File: src/design/pkt_check_pkg.sv
package pkt_check_pkg;

	//////////////////////////////////////////////////
	// Widths and register map
	//////////////////////////////////////////////////

	// Packet memory word address
	localparam int MEM_AW = 14;
	// AXI4-Lite byte address
	localparam int AXIL_AW = 8;

	// Register byte offsets
	localparam logic [AXIL_AW-1:0] CSR_CTRL     = 8'h00;
	localparam logic [AXIL_AW-1:0] CSR_HDR_ADDR = 8'h04;
	localparam logic [AXIL_AW-1:0] CSR_STATUS   = 8'h08;

	// AXI response code
	localparam logic [1:0] AXI_RESP_OKAY = 2'b00;

	// CRC-8, zero init, MSB first, no final xor
	localparam logic [7:0] CRC_POLY = 8'h07;

	//////////////////////////////////////////////////
	// Packet header and results
	//////////////////////////////////////////////////

	// Header word as stored in packet memory
	typedef struct packed {
		logic [15:0] unused;
		logic [2:0]  sop;
		logic        parity;
		logic [3:0]  pkt_type;
		logic [3:0]  byte_cnt;
		logic [3:0]  ecc;
	} hdr_t;

	typedef enum logic [1:0] {
		ECC_CLEAN  = 2'd0,
		ECC_CORR   = 2'd1,
		ECC_UNCORR = 2'd2
	} ecc_class_t;

	// Byte count is the repaired value
	typedef struct packed {
		logic       ecc_corr;
		logic       ecc_uncorr;
		logic       crc_err;
		logic [3:0] byte_cnt;
		logic [3:0] pkt_type;
	} pkt_result_t;

	//////////////////////////////////////////////////
	// Bus channels
	//////////////////////////////////////////////////

	// Master to slave
	typedef struct packed {
		logic               awvalid;
		logic [AXIL_AW-1:0] awaddr;
		logic               wvalid;
		logic [31:0]        wdata;
		logic [3:0]         wstrb;
		logic               bready;
		logic               arvalid;
		logic [AXIL_AW-1:0] araddr;
		logic               rready;
	} axil_req_t;

	// Slave to master
	typedef struct packed {
		logic        awready;
		logic        wready;
		logic        bvalid;
		logic [1:0]  bresp;
		logic        arready;
		logic        rvalid;
		logic [31:0] rdata;
		logic [1:0]  rresp;
	} axil_rsp_t;

	// Packet memory read port
	typedef struct packed {
		logic              en;
		logic [MEM_AW-1:0] addr;
	} mem_req_t;

endpackage

File: src/design/crc8_byte.sv
module crc8_byte import pkt_check_pkg::*; (
	input  logic [7:0] crc_i,
	input  logic [7:0] data_i,
	output logic [7:0] crc_o
);

	logic [7:0] crc_acc;

	// One byte, MSB first
	always_comb begin
		// Byte enters at the top of the register
		crc_acc = crc_i ^ data_i;
		for (int i = 0; i < 8; i++) begin
			if (crc_acc[7])
				crc_acc = {crc_acc[6:0], 1'b0} ^ CRC_POLY;
			else
				crc_acc = {crc_acc[6:0], 1'b0};
		end
		crc_o = crc_acc;
	end

endmodule

File: src/design/hdr_ecc.sv
module hdr_ecc import pkt_check_pkg::*; (
	input  hdr_t       hdr_i,
	output ecc_class_t ecc_class_o,
	output logic [3:0] byte_cnt_o,
	output logic [3:0] pkt_type_o
);

	// Protected data is {pkt_type, byte_cnt}
	logic [7:0] data;
	logic [3:0] code;
	logic [3:0] syndrome;
	logic parity_err;
	logic [7:0] flip;
	ecc_class_t ecc_class;

	assign data = {hdr_i.pkt_type, hdr_i.byte_cnt};

	// Recomputed Hamming code bits
	assign code[0] = data[0] ^ data[1] ^ data[3] ^ data[4] ^ data[6];
	assign code[1] = data[0] ^ data[2] ^ data[3] ^ data[5] ^ data[6];
	assign code[2] = data[1] ^ data[2] ^ data[3] ^ data[7];
	assign code[3] = data[4] ^ data[5] ^ data[6] ^ data[7];

	assign syndrome = hdr_i.ecc ^ code;
	// Stored parity against parity of data bits
	assign parity_err = (^data) ^ hdr_i.parity;

	// Odd error count with a syndrome means one bit flipped
	always_comb begin
		if (syndrome == 4'd0)
			ecc_class = ECC_CLEAN;
		else if (parity_err)
			ecc_class = ECC_CORR;
		else
			ecc_class = ECC_UNCORR;
	end

	// Syndrome to data bit position
	always_comb begin
		case (syndrome)
			4'd3:  flip = 8'h01;
			4'd5:  flip = 8'h02;
			4'd6:  flip = 8'h04;
			4'd7:  flip = 8'h08;
			4'd9:  flip = 8'h10;
			4'd10: flip = 8'h20;
			4'd11: flip = 8'h40;
			4'd12: flip = 8'h80;
			// Code bit position, data left alone
			default: flip = 8'h00;
		endcase
	end

	assign ecc_class_o = ecc_class;
	assign {pkt_type_o, byte_cnt_o} = (ecc_class == ECC_CORR) ? (data ^ flip) : data;

endmodule

File: src/design/pkt_walker.sv
module pkt_walker import pkt_check_pkg::*; (
	input  logic              clk,
	input  logic              reset,
	input  logic              start_i,
	input  logic [MEM_AW-1:0] hdr_addr_i,
	output mem_req_t          mem_req_o,
	input  logic [31:0]       mem_data_i,
	output logic              busy_o,
	output logic              done_o,
	output pkt_result_t       result_o
);

	typedef enum logic [1:0] {IDLE, HEADER, PAYLOAD, COMPARE} state_t;

	state_t state_q, state_d;
	// Next word address to issue
	logic [MEM_AW-1:0] addr_q, addr_d;
	// Payload words still to arrive
	logic [3:0] cnt_q, cnt_d;
	logic [7:0] crc_q, crc_d;
	logic [7:0] crc_ext_q, crc_ext_d;
	logic [7:0] crc_step;
	logic [3:0] byte_cnt_q, byte_cnt_d;
	logic [3:0] pkt_type_q, pkt_type_d;
	logic corr_q, corr_d;
	logic uncorr_q, uncorr_d;

	// Header decode
	hdr_t hdr_word;
	ecc_class_t ecc_class;
	logic [3:0] fix_byte_cnt;
	logic [3:0] fix_pkt_type;

	//////////////////////////////////////////////////
	// Checkers
	//////////////////////////////////////////////////

	assign hdr_word = mem_data_i;

	hdr_ecc i_hdr_ecc (
		.hdr_i       (hdr_word),
		.ecc_class_o (ecc_class),
		.byte_cnt_o  (fix_byte_cnt),
		.pkt_type_o  (fix_pkt_type)
	);

	// Payload byte sits in the low byte of each word
	crc8_byte i_crc8_byte (
		.crc_i  (crc_q),
		.data_i (mem_data_i[7:0]),
		.crc_o  (crc_step)
	);

	//////////////////////////////////////////////////
	// State and datapath registers
	//////////////////////////////////////////////////

	always_ff @(posedge clk) begin
		if (reset)
			state_q <= IDLE;
		else
			state_q <= state_d;
	end

	always_ff @(posedge clk) begin
		addr_q     <= addr_d;
		cnt_q      <= cnt_d;
		crc_q      <= crc_d;
		crc_ext_q  <= crc_ext_d;
		byte_cnt_q <= byte_cnt_d;
		pkt_type_q <= pkt_type_d;
		corr_q     <= corr_d;
		uncorr_q   <= uncorr_d;
	end

	//////////////////////////////////////////////////
	// Next state and read issue
	//////////////////////////////////////////////////

	// Data for the word issued last cycle is on mem_data_i now
	always_comb begin
		state_d        = state_q;
		addr_d         = addr_q;
		cnt_d          = cnt_q;
		crc_d          = crc_q;
		crc_ext_d      = crc_ext_q;
		byte_cnt_d     = byte_cnt_q;
		pkt_type_d     = pkt_type_q;
		corr_d         = corr_q;
		uncorr_d       = uncorr_q;
		mem_req_o.en   = 1'b0;
		mem_req_o.addr = addr_q;
		case (state_q)
			IDLE: begin
				// Header read goes out with the start pulse
				if (start_i) begin
					mem_req_o.en   = 1'b1;
					mem_req_o.addr = hdr_addr_i;
					addr_d         = hdr_addr_i + 1'b1;
					state_d        = HEADER;
				end
			end
			HEADER: begin
				byte_cnt_d = fix_byte_cnt;
				pkt_type_d = fix_pkt_type;
				corr_d     = (ecc_class == ECC_CORR);
				uncorr_d   = (ecc_class == ECC_UNCORR);
				cnt_d      = fix_byte_cnt;
				crc_d      = 8'd0;
				// Bad header, skip payload
				if (ecc_class == ECC_UNCORR) begin
					state_d = COMPARE;
				end else begin
					mem_req_o.en = 1'b1;
					addr_d       = addr_q + 1'b1;
					state_d      = PAYLOAD;
				end
			end
			PAYLOAD: begin
				if (cnt_q != 4'd0) begin
					crc_d        = crc_step;
					cnt_d        = cnt_q - 1'b1;
					// Last issue here is the CRC word
					mem_req_o.en = 1'b1;
					addr_d       = addr_q + 1'b1;
				end else begin
					// Stored CRC byte
					crc_ext_d = mem_data_i[7:0];
					state_d   = COMPARE;
				end
			end
			COMPARE: begin
				state_d = IDLE;
			end
			default: begin
				state_d = IDLE;
			end
		endcase
	end

	//////////////////////////////////////////////////
	// Status and result
	//////////////////////////////////////////////////

	// Busy already in the cycle the start arrives
	assign busy_o = start_i || (state_q != IDLE);
	assign done_o = (state_q == COMPARE);

	assign result_o.ecc_corr   = corr_q;
	assign result_o.ecc_uncorr = uncorr_q;
	// No CRC verdict after an uncorrectable header
	assign result_o.crc_err    = !uncorr_q && (crc_q != crc_ext_q);
	assign result_o.byte_cnt   = byte_cnt_q;
	assign result_o.pkt_type   = pkt_type_q;

endmodule

File: src/design/axil_csr.sv
module axil_csr import pkt_check_pkg::*; (
	input  logic              clk,
	input  logic              reset,
	input  axil_req_t         axil_req_i,
	output axil_rsp_t         axil_rsp_o,
	input  logic              busy_i,
	input  logic              done_i,
	input  pkt_result_t       result_i,
	output logic              start_o,
	output logic [MEM_AW-1:0] hdr_addr_o,
	output logic              irq_o
);

	// Channel handshake state
	logic awready_q;
	logic bvalid_q;
	logic arready_q;
	logic rvalid_q;
	logic [31:0] rdata_q;
	logic [31:0] rdata_mux;
	logic wr_hs;
	logic rd_hs;

	// Register file
	logic [MEM_AW-1:0] hdr_addr_q;
	logic start_q;
	logic done_q;
	pkt_result_t result_q;

	// Write decode
	logic start_req;
	logic done_clr;

	//////////////////////////////////////////////////
	// Write channel
	//////////////////////////////////////////////////

	// Address and data are taken together in one beat
	assign wr_hs = awready_q && axil_req_i.awvalid && axil_req_i.wvalid;

	always_ff @(posedge clk) begin
		if (reset) begin
			awready_q <= 1'b0;
			bvalid_q  <= 1'b0;
		end else begin
			// One-cycle ready, never while a response is pending
			awready_q <= !awready_q && !bvalid_q &&
				axil_req_i.awvalid && axil_req_i.wvalid;
			if (wr_hs)
				bvalid_q <= 1'b1;
			else if (axil_req_i.bready)
				bvalid_q <= 1'b0;
		end
	end

	//////////////////////////////////////////////////
	// Read channel
	//////////////////////////////////////////////////

	assign rd_hs = arready_q && axil_req_i.arvalid;

	always_ff @(posedge clk) begin
		if (reset) begin
			arready_q <= 1'b0;
			rvalid_q  <= 1'b0;
		end else begin
			arready_q <= !arready_q && !rvalid_q && axil_req_i.arvalid;
			if (rd_hs)
				rvalid_q <= 1'b1;
			else if (axil_req_i.rready)
				rvalid_q <= 1'b0;
		end
	end

	// Read data only loads on accept, so it holds under back-pressure
	always_ff @(posedge clk) begin
		if (rd_hs)
			rdata_q <= rdata_mux;
	end

	// Unmapped offsets read as zero
	always_comb begin
		case (axil_req_i.araddr)
			CSR_HDR_ADDR: rdata_mux = {{(32 - MEM_AW){1'b0}}, hdr_addr_q};
			CSR_STATUS: rdata_mux = {15'd0, busy_i, 4'd0,
				result_q.pkt_type, result_q.byte_cnt,
				result_q.crc_err, result_q.ecc_uncorr, result_q.ecc_corr, done_q};
			default: rdata_mux = 32'd0;
		endcase
	end

	//////////////////////////////////////////////////
	// Register writes
	//////////////////////////////////////////////////

	// Start only when the walker is free
	assign start_req = wr_hs && (axil_req_i.awaddr == CSR_CTRL) &&
		axil_req_i.wstrb[0] && axil_req_i.wdata[0] && !busy_i;

	// W1C on status bit 0, or implicit on a new start
	assign done_clr = start_req || (wr_hs && (axil_req_i.awaddr == CSR_STATUS) &&
		axil_req_i.wstrb[0] && axil_req_i.wdata[0]);

	always_ff @(posedge clk) begin
		if (reset) begin
			hdr_addr_q <= '0;
			start_q    <= 1'b0;
			done_q     <= 1'b0;
			result_q   <= '0;
		end else begin
			start_q <= start_req;
			// Header address, byte lanes honoured
			if (wr_hs && (axil_req_i.awaddr == CSR_HDR_ADDR)) begin
				if (axil_req_i.wstrb[0])
					hdr_addr_q[7:0] <= axil_req_i.wdata[7:0];
				if (axil_req_i.wstrb[1])
					hdr_addr_q[MEM_AW-1:8] <= axil_req_i.wdata[MEM_AW-1:8];
			end
			// Completion wins over a clear in the same cycle
			if (done_i) begin
				done_q   <= 1'b1;
				result_q <= result_i;
			end else if (done_clr) begin
				done_q <= 1'b0;
			end
		end
	end

	//////////////////////////////////////////////////
	// Outputs
	//////////////////////////////////////////////////

	assign axil_rsp_o.awready = awready_q;
	assign axil_rsp_o.wready  = awready_q;
	assign axil_rsp_o.bvalid  = bvalid_q;
	assign axil_rsp_o.bresp   = AXI_RESP_OKAY;
	assign axil_rsp_o.arready = arready_q;
	assign axil_rsp_o.rvalid  = rvalid_q;
	assign axil_rsp_o.rdata   = rdata_q;
	assign axil_rsp_o.rresp   = AXI_RESP_OKAY;

	assign start_o    = start_q;
	assign hdr_addr_o = hdr_addr_q;
	// Interrupt is the sticky done flag
	assign irq_o      = done_q;

endmodule

File: src/design/pkt_check_top.sv
module pkt_check_top import pkt_check_pkg::*; (
	input  logic        clk,
	input  logic        reset,
	input  axil_req_t   axil_req_i,
	output axil_rsp_t   axil_rsp_o,
	output mem_req_t    mem_req_o,
	input  logic [31:0] mem_data_i,
	output logic        irq_o
);

	// Register block to walker
	logic start;
	logic [MEM_AW-1:0] hdr_addr;
	// Walker back to register block
	logic busy;
	logic done;
	pkt_result_t result;

	//////////////////////////////////////////////////
	// Register front end
	//////////////////////////////////////////////////

	axil_csr i_axil_csr (
		.clk        (clk),
		.reset      (reset),
		.axil_req_i (axil_req_i),
		.axil_rsp_o (axil_rsp_o),
		.busy_i     (busy),
		.done_i     (done),
		.result_i   (result),
		.start_o    (start),
		.hdr_addr_o (hdr_addr),
		.irq_o      (irq_o)
	);

	//////////////////////////////////////////////////
	// Packet walk and check
	//////////////////////////////////////////////////

	pkt_walker i_pkt_walker (
		.clk        (clk),
		.reset      (reset),
		.start_i    (start),
		.hdr_addr_i (hdr_addr),
		.mem_req_o  (mem_req_o),
		.mem_data_i (mem_data_i),
		.busy_o     (busy),
		.done_o     (done),
		.result_o   (result)
	);

endmodule

File: config.mk
export PLATFORM = sky130hd
export DESIGN_NAME = pkt_check_top
export DESIGN_NICKNAME = d
export VERILOG_FILES = /design/src/design/pkt_check_pkg.sv /design/src/design/crc8_byte.sv /design/src/design/hdr_ecc.sv /design/src/design/pkt_walker.sv /design/src/design/axil_csr.sv /design/src/design/pkt_check_top.sv
export SDC_FILE = /design/constraint.sdc
export NUM_CORES = 1
export LEC_CHECK = 0
export ABC_AREA = 1
export BUFFER_PORTS_ARGS = -buffer_cell sky130_fd_sc_hd__buf_2
export CAP_MARGIN = 20
export CORE_ASPECT_RATIO = 1.1
export CORE_MARGIN = 2
export CORE_UTILIZATION = 53
export DETAILED_ROUTE_END_ITERATION = 8
export MAX_ROUTING_LAYER = met4
export PLACE_DENSITY = 0.81
export SLEW_MARGIN = 20
export SYNTH_ARGS = -nofsm -noshare
export SYNTH_HDL_FRONTEND = slang
export SYNTH_SLANG_ARGS = --single-unit
export TNS_END_PERCENT = 10
File: constraint.sdc
create_clock -name clk -period 2.5 [get_ports clk]
set_input_delay 0 -clock clk [delete_from_list [all_inputs] [get_ports clk]]
set_output_delay 0 -clock clk [all_outputs]
set_load 0.05 [all_outputs]
==> results of run 1 <==
[Yosys cell counts (all sizes together), types with 4 or more instances]
cell,instances
nand2,153
inv,71
edfxtp,59
o21ai,51
nor2,44
buf,37
a21oi,34
dfxtp,33
nand3,30
xor2,25
xnor2,20
o22ai,12
clkbuf,10
ha,7
nor3,7
nor4,6
nand4,4
[what timing repair did]
action | in CTS | in global routing
buffers inserted | 0 | 0
hold endpoints to repair | 30 | 0
endpoints found under the setup margin | 0 | 5
hold buffers | 30 | 0
resized for setup | 0 | 6
[power breakdown]
part	switching (W)	total [W]	internal, W
Clock	0.000523	0.000940	0.000418
Combinational	0.00172	0.00254	0.000819
Sequential	0.000179	0.00225	0.00207
Total	0.00243	0.00573	0.00330
[registers in the layout (all words and copies together) (netlist names), 2 cells and up]
register                 count
i_axil_csr.rdata_q          15
i_axil_csr.hdr_addr_o       14
i_pkt_walker.addr_q         14
i_axil_csr.result_q         11
i_pkt_walker.crc_ext_q       8
i_pkt_walker.crc_q           8
i_pkt_walker.byte_cnt_q      4
i_pkt_walker.cnt_q           4
i_pkt_walker.pkt_type_q      4
i_pkt_walker.state_q         2
[per-layer routing]
| metal | up-vias | global-route usage | wire (um) | share of wire |
|---|---|---|---|---|
| met2 | 152 | 0.4295 | 6404 | 0.52 |
| li1 | 2179 | - | - | - |
| met3 | 28 | 0.03462 | 646 | 0.053 |
| met5 | - | - | 0 | 0 |
| met1 | 1995 | 0.2677 | 4893 | 0.40 |
| met4 | 0 | 0.09785 | 311 | 0.025 |
[cell type report]
type                       count  area (um^2)
inverter                      72        274.0
multi-input combinational    425         2361
clock inverter                 5        35.03
tap                          120        150.1
clock buffer                  11        151.4
sequential                    92         2432
timing repair buffer         123        787.0
fill                         806         3603
[through the flow]
step                      total power [W]  worst slack [ps]  hold slack [ps]  cell area [um^2]  instances
after floorplan                  0.004267             261.4            69.07              5364        636
after global placement           0.004616             188.7            243.7              5679        802
after detailed placement         0.004723             35.41            245.4              5679        802
after CTS                        0.005705             19.15            15.65              6166        848
after global routing             0.006073             17.79            25.75              6191        848
final                            0.005729             193.9            34.99              6191        848
[worst paths after layout]
path,endpoint,depth (start not counted)
worst max register to register,i_pkt_walker.addr_q[13],12
worst min register to register,i_axil_csr.arready_q,1
worst max-delay path,mem_req_o[14],16
worst min-delay path,i_pkt_walker.pkt_type_q[0],2
[worst register-to-register path, cell delays in order (launching register included)]
cell and delay [ps]:
dfxtp_1 410, inv_1 120, ha_4 350, buf_6 190
nand2_1 70, o21ai_1 160, nand2_1 110, nor2_1 140
nand2_2 100, nor2_4 110, nand2_2 80, nor3_2 120
xor2_1 80
[kinds of logic (layout without fill, tap and decap cells)]
logic type | after synthesis | after routing | share of synthesized area
AOI/OAI and AO/OA | 100 | 100 | 0.1034
xor gates and xnor gates | 45 | 45 | 0.08020
adders and majority gates | 7 | 7 | 0.01656
buffers and inverters | 119 | 211 | 0.1114
DFF | 92 | 92 | 0.4599
other | 1 | 21 | 0.0007090
and+or+nand+nor | 252 | 252 | 0.2278
==> out/metrics.yaml, run 1 <==
drive_gt1_frac: 0.2376
min_from: "mem_data_i[8]"
p_per_area_mw_per_mm2: 925.4
grt_usage: 0.2392
place_congestion: 0.9082
r2r_start: "i_pkt_walker.state_q[1]"
startpoint_type: "input port"
final_net_count: 821
slowest_delay_ps: 550
fp.dieW_um: 99.25
final_util: 0.6321
cts_tree: "done"
worstPathRequired_ps: 2500
drt_iter0_markers: 203
cp_top_family: "buffers and inverters"
avgSynthCellArea_um2: 8.586
synth_seq_cells: 92
coreArea_mm2: 0.009794
drv_slew: 0
r2r_setup_slack_ps: 210
skew_ps: 16.46
min_period_ps: 2306
post-route-period-util: 0.9224
synth_area_mm2: 0.005289
ys_seq_area_frac: 0.4599
drc: 0
max-slew-margin-rel: 0.4482
path_clk_slew_ps: 70
hold_viol: 0
finalSetupViolations: 0
ys_async_sr_fraction: 0
synth-edff-count: 59
max-vdd-ir-drop_v: 0.0006583
antenna_found_initial: 0
clock_latency_ps: 360
critPathKind: "input port to output port"
status: "finished, final reports clean"
dieHeight_um: 108.8
netlist_instances: 616
final_cell_mix: "nand2_1, buf_2, inv_1"
hpwl_um: 8862
cts.sinks: 92
critPathMaxFanout: 7
routed_wl_um: 12250
p_leak_nw: 2.699
worstMarginPinSlew_ps: 825.8
grt-ovfl-total: 0
area_growth_pct: 17.06
grt_pass1_vias: 4309
final_common_cell: "nand2_1"
slowest_stage: "dlygate4sd3_1"
cap_viol_max_count: 0
ios: 148
yosys-top-cells-area: "edfxtp_1, dfxtp_1, nand2_1, inv_1, o21ai_0"
dieArea_mm2: 0.01079
crit_top_cell: "nand2_1"
synth_top_area_share: 0.3350
n_antenna_cell: 0
max_freq_ghz: 0.4336
first_pass_iters: 5
cts_buffers: 9
clock_path_buffers: 2
grt_first_pass_wirelength_um: 19850
synthFlopType: "edfxtp_1"
drt-wirelength-per-cell_um: 14.45
placementRows: 38
synthDistinctLibCells: 43
yosys_warnings: 0
start_util: 0.5400
htree_levels: 3
crit_buf_inv: 5
port-buffer-count: 87
rsz0062_at_grt: "no"
grt_start_max_net_pins: 30
end_kind: "output port"
synth_largest_area_cell: "edfxtp_1"
drt.antenna.violating_nets: 0
crit_start: "mem_data_i[4]"
avgViaCountPerCell: 5.134
num_vias: 4354
finalSetupTns_ps: 0
worst-endpoint-arrival_ps: 2310
ctsRootBufferMaster: "clkbuf_8"
hold_path.class: "input port to flop"
cp_cell_sequence: "dlygate4sd3_1 -> buf_2 -> inv_1 -> nand2_1 -> nand2_1 -> nand2_1 -> nand2_1 -> nand2_1 -> nand2_2 -> nand2_2 -> inv_2 -> nand2_2 -> nand2_1 -> a21oi_1 -> a21oi_1 -> buf_4"
Note: power is estimated with default switching activity, not from simulation.
==> run 2: changes to the inputs <==
--- a/config.mk
+++ b/config.mk
@@ -8,12 +8,14 @@
 export ABC_AREA = 1
 export BUFFER_PORTS_ARGS = -buffer_cell sky130_fd_sc_hd__buf_2
 export CAP_MARGIN = 20
+export CELL_PAD_IN_SITES_DETAIL_PLACEMENT = 1
+export CELL_PAD_IN_SITES_GLOBAL_PLACEMENT = 1
 export CORE_ASPECT_RATIO = 1.1
 export CORE_MARGIN = 2
-export CORE_UTILIZATION = 53
+export CORE_UTILIZATION = 39
 export DETAILED_ROUTE_END_ITERATION = 8
 export MAX_ROUTING_LAYER = met4
-export PLACE_DENSITY = 0.81
+export PLACE_DENSITY_LB_ADDON = 0.1
 export SLEW_MARGIN = 20
 export SYNTH_ARGS = -nofsm -noshare
 export SYNTH_HDL_FRONTEND = slang
==> run 2 against run 1 <==
  * Total power grew 8.5%
  * Sequential power is essentially flat
  * Sequential cell count is the same
  * Sequential share of layout area shrank 1.1 points
  * Fmax is essentially flat
  * Highest routed layer unchanged
  * Routed wire length grew 10%
  * Cell count grew 5.1%
  * Final area grew 2.9%
  * Register-to-register slack gained 50 ps
  * Utilization shrank 15 points
  * First-iteration DRC count shrank 12%
==> out/metrics.yaml, run 2 (same netlist as run 1, synthesis figures left out) <==
largest_reg_flops: 15  # unchanged
port-buffer-count: 87  # unchanged
postLayoutCellArea_mm2: 0.006370  # +2.9%
hold_path.class: "input port to flop"
grt_pass1_vias: 4440  # +3.0%
post-route-period-util: 0.9221  # about the same
hpwl_um: 10290  # +16%
skew_ps: 8.880  # -7.577 ps
status: "finished, final reports clean"
min_from: "mem_data_i[6]"
grt-ovfl-total: 0  # unchanged
cp_top_family: "buffers and inverters"
antenna_found_initial: 0  # unchanged
cts_tree: "done"
hold_ws_ps: 16.94  # -18.04 ps
cp_cell_sequence: "dlygate4sd3_1 -> buf_2 -> inv_1 -> nand2_1 -> nand2_1 -> nand2_1 -> nand2_1 -> nand2_1 -> nand2_2 -> nand2_2 -> inv_2 -> nand2_2 -> nand2_1 -> a21oi_1 -> a21oi_1 -> buf_2"
multi_input_area_mm2: 0.002361  # unchanged
post_cts_buffers: 0  # unchanged
cts_buffers: 9  # unchanged
min_period_ps: 2305  # -0.9640 ps
fp.dieW_um: 115.0  # +16%
crit_start: "mem_data_i[4]"
drt.antenna.violating_nets: 0  # unchanged
max-vdd-ir-drop_v: 0.0006271  # -4.7%
num_vias: 4343  # -0.25%
r2r_start: "i_pkt_walker.state_q[0]"
crit_top_cell: "nand2_1"
clock_path_buffers: 2  # unchanged
startpoint_type: "input port"
clock_latency_ps: 350  # about the same
htree_levels: 3  # unchanged
end_kind: "output port"
grt_first_pass_wirelength_um: 21600  # +8.8%
dieArea_mm2: 0.01451  # +34%
final_cell_mix: "nand2_1, buf_2, inv_1"
avgViaCountPerCell: 4.874  # -5.1%
grt_usage: 0.1965  # -0.04263
p_leak_nw: 2.760  # +2.3%
rsz0062_at_grt: "yes"
seq_area_mm2: 0.002432  # unchanged
cts.sinks: 92  # unchanged
dieHeight_um: 126.1  # +16%
ios: 148  # unchanged
area_growth_pct: 20.44
final_util: 0.4821  # -0.1500
placementRows: 44  # +16%
routed_wl_um: 13490  # +10%
drv_slew: 0  # unchanged
start_util: 0.4003  # -0.1397
dpl_cell_area_mm2: 0.005761  # +1.4%
n_fill_cell: 1583  # +96%
critPathKind: "input port to output port"
crit_buf_inv: 5  # unchanged
cap_viol_max_count: 0  # unchanged
finalSetupViolations: 0  # unchanged
p_per_area_mw_per_mm2: 976.1  # +5.5%
worstMarginPinSlew_ps: 770.8  # -54.97 ps
worstPathRequired_ps: 2500  # about the same
ctsRootBufferMaster: "clkbuf_16"
first_pass_iters: 4  # -1
n_antenna_cell: 0  # unchanged
grt_start_max_net_pins: 30  # unchanged
hold_viol: 0  # unchanged
max-slew-margin-rel: 0.4856  # +0.03741
slowest_stage: "dlygate4sd3_1"
coreArea_mm2: 0.01321  # +35%
final_common_cell: "nand2_1"
worst-endpoint-arrival_ps: 2310  # about the same
path_clk_slew_ps: 70  # about the same
drc: 0  # unchanged
regMostFlops: "i_axil_csr.rdata_q"
critPathMaxFanout: 7  # unchanged
slowest_delay_ps: 530  # -20 ps
drive_gt1_frac: 0.2425  # +0.004828
drt-wirelength-per-cell_um: 15.14  # +4.8%
max_freq_ghz: 0.4338  # about the same
drt_iter0_markers: 178  # -12%
place_congestion: 0.8167  # -10%
final_net_count: 823  # +0.24%
[run 2: power breakdown]
| group | internal [W] | leakage, nW | switching, W |
|---|---|---|---|
| Clock | 0.000791 | 0.147 | 0.000614 |
| Sequential | 0.00207 | 0.824 | 0.000180 |
| Combinational | 0.000823 | 1.79 | 0.00174 |
[run 2: area by class of cell]
class,instances,share of cell area
clock buffer,9,0.03536
sequential,92,0.3818
inverter,72,0.04302
clock inverter,7,0.01277
tap,161,0.03162
timing repair buffer,125,0.1247
multi-input combinational,425,0.3707
[run 2: final timing paths]
| path | to | slack (ps) | cells past startpoint |
|---|---|---|---|
| max reg2reg | i_pkt_walker.addr_q[12] | 260 | 9 |
| min | i_pkt_walker.crc_ext_q[6] | 20 | 1 |
| min reg2reg | i_axil_csr.result_q[10] | 460 | 2 |
| max | mem_req_o[14] | 190 | 16 |
[run 2: through the flow]
step / worst slack, ps / setup TNS [ps] / power [W] / std cells
CTS: 23.68 / 0 / 0.006252 / 891
global route: -11.31 / -11.31 / 0.006613 / 891
floorplan: 261.4 / 0 / 0.004267 / 636
global placement: 141.0 / 0 / 0.004719 / 847
finish: 194.9 / 0 / 0.006218 / 891
detailed placement: 37.66 / 0 / 0.004799 / 847
[run 2: per-layer routing]
metal  global-route usage  part of all wire  vias up
li1                     -                 -     2190
met1               0.2202              0.42     2054
met2               0.3519              0.53       81
met3              0.03994             0.034       18
met4              0.05386             0.016        0
met5                    -                 0        -
[run 2: repair_timing]
item                                    in CTS  in global routing
resized for setup                            0                  5
endpoints found under the setup margin       0                  4
endpoints found under the hold margin       28                  0
hold buffers                                28                  0
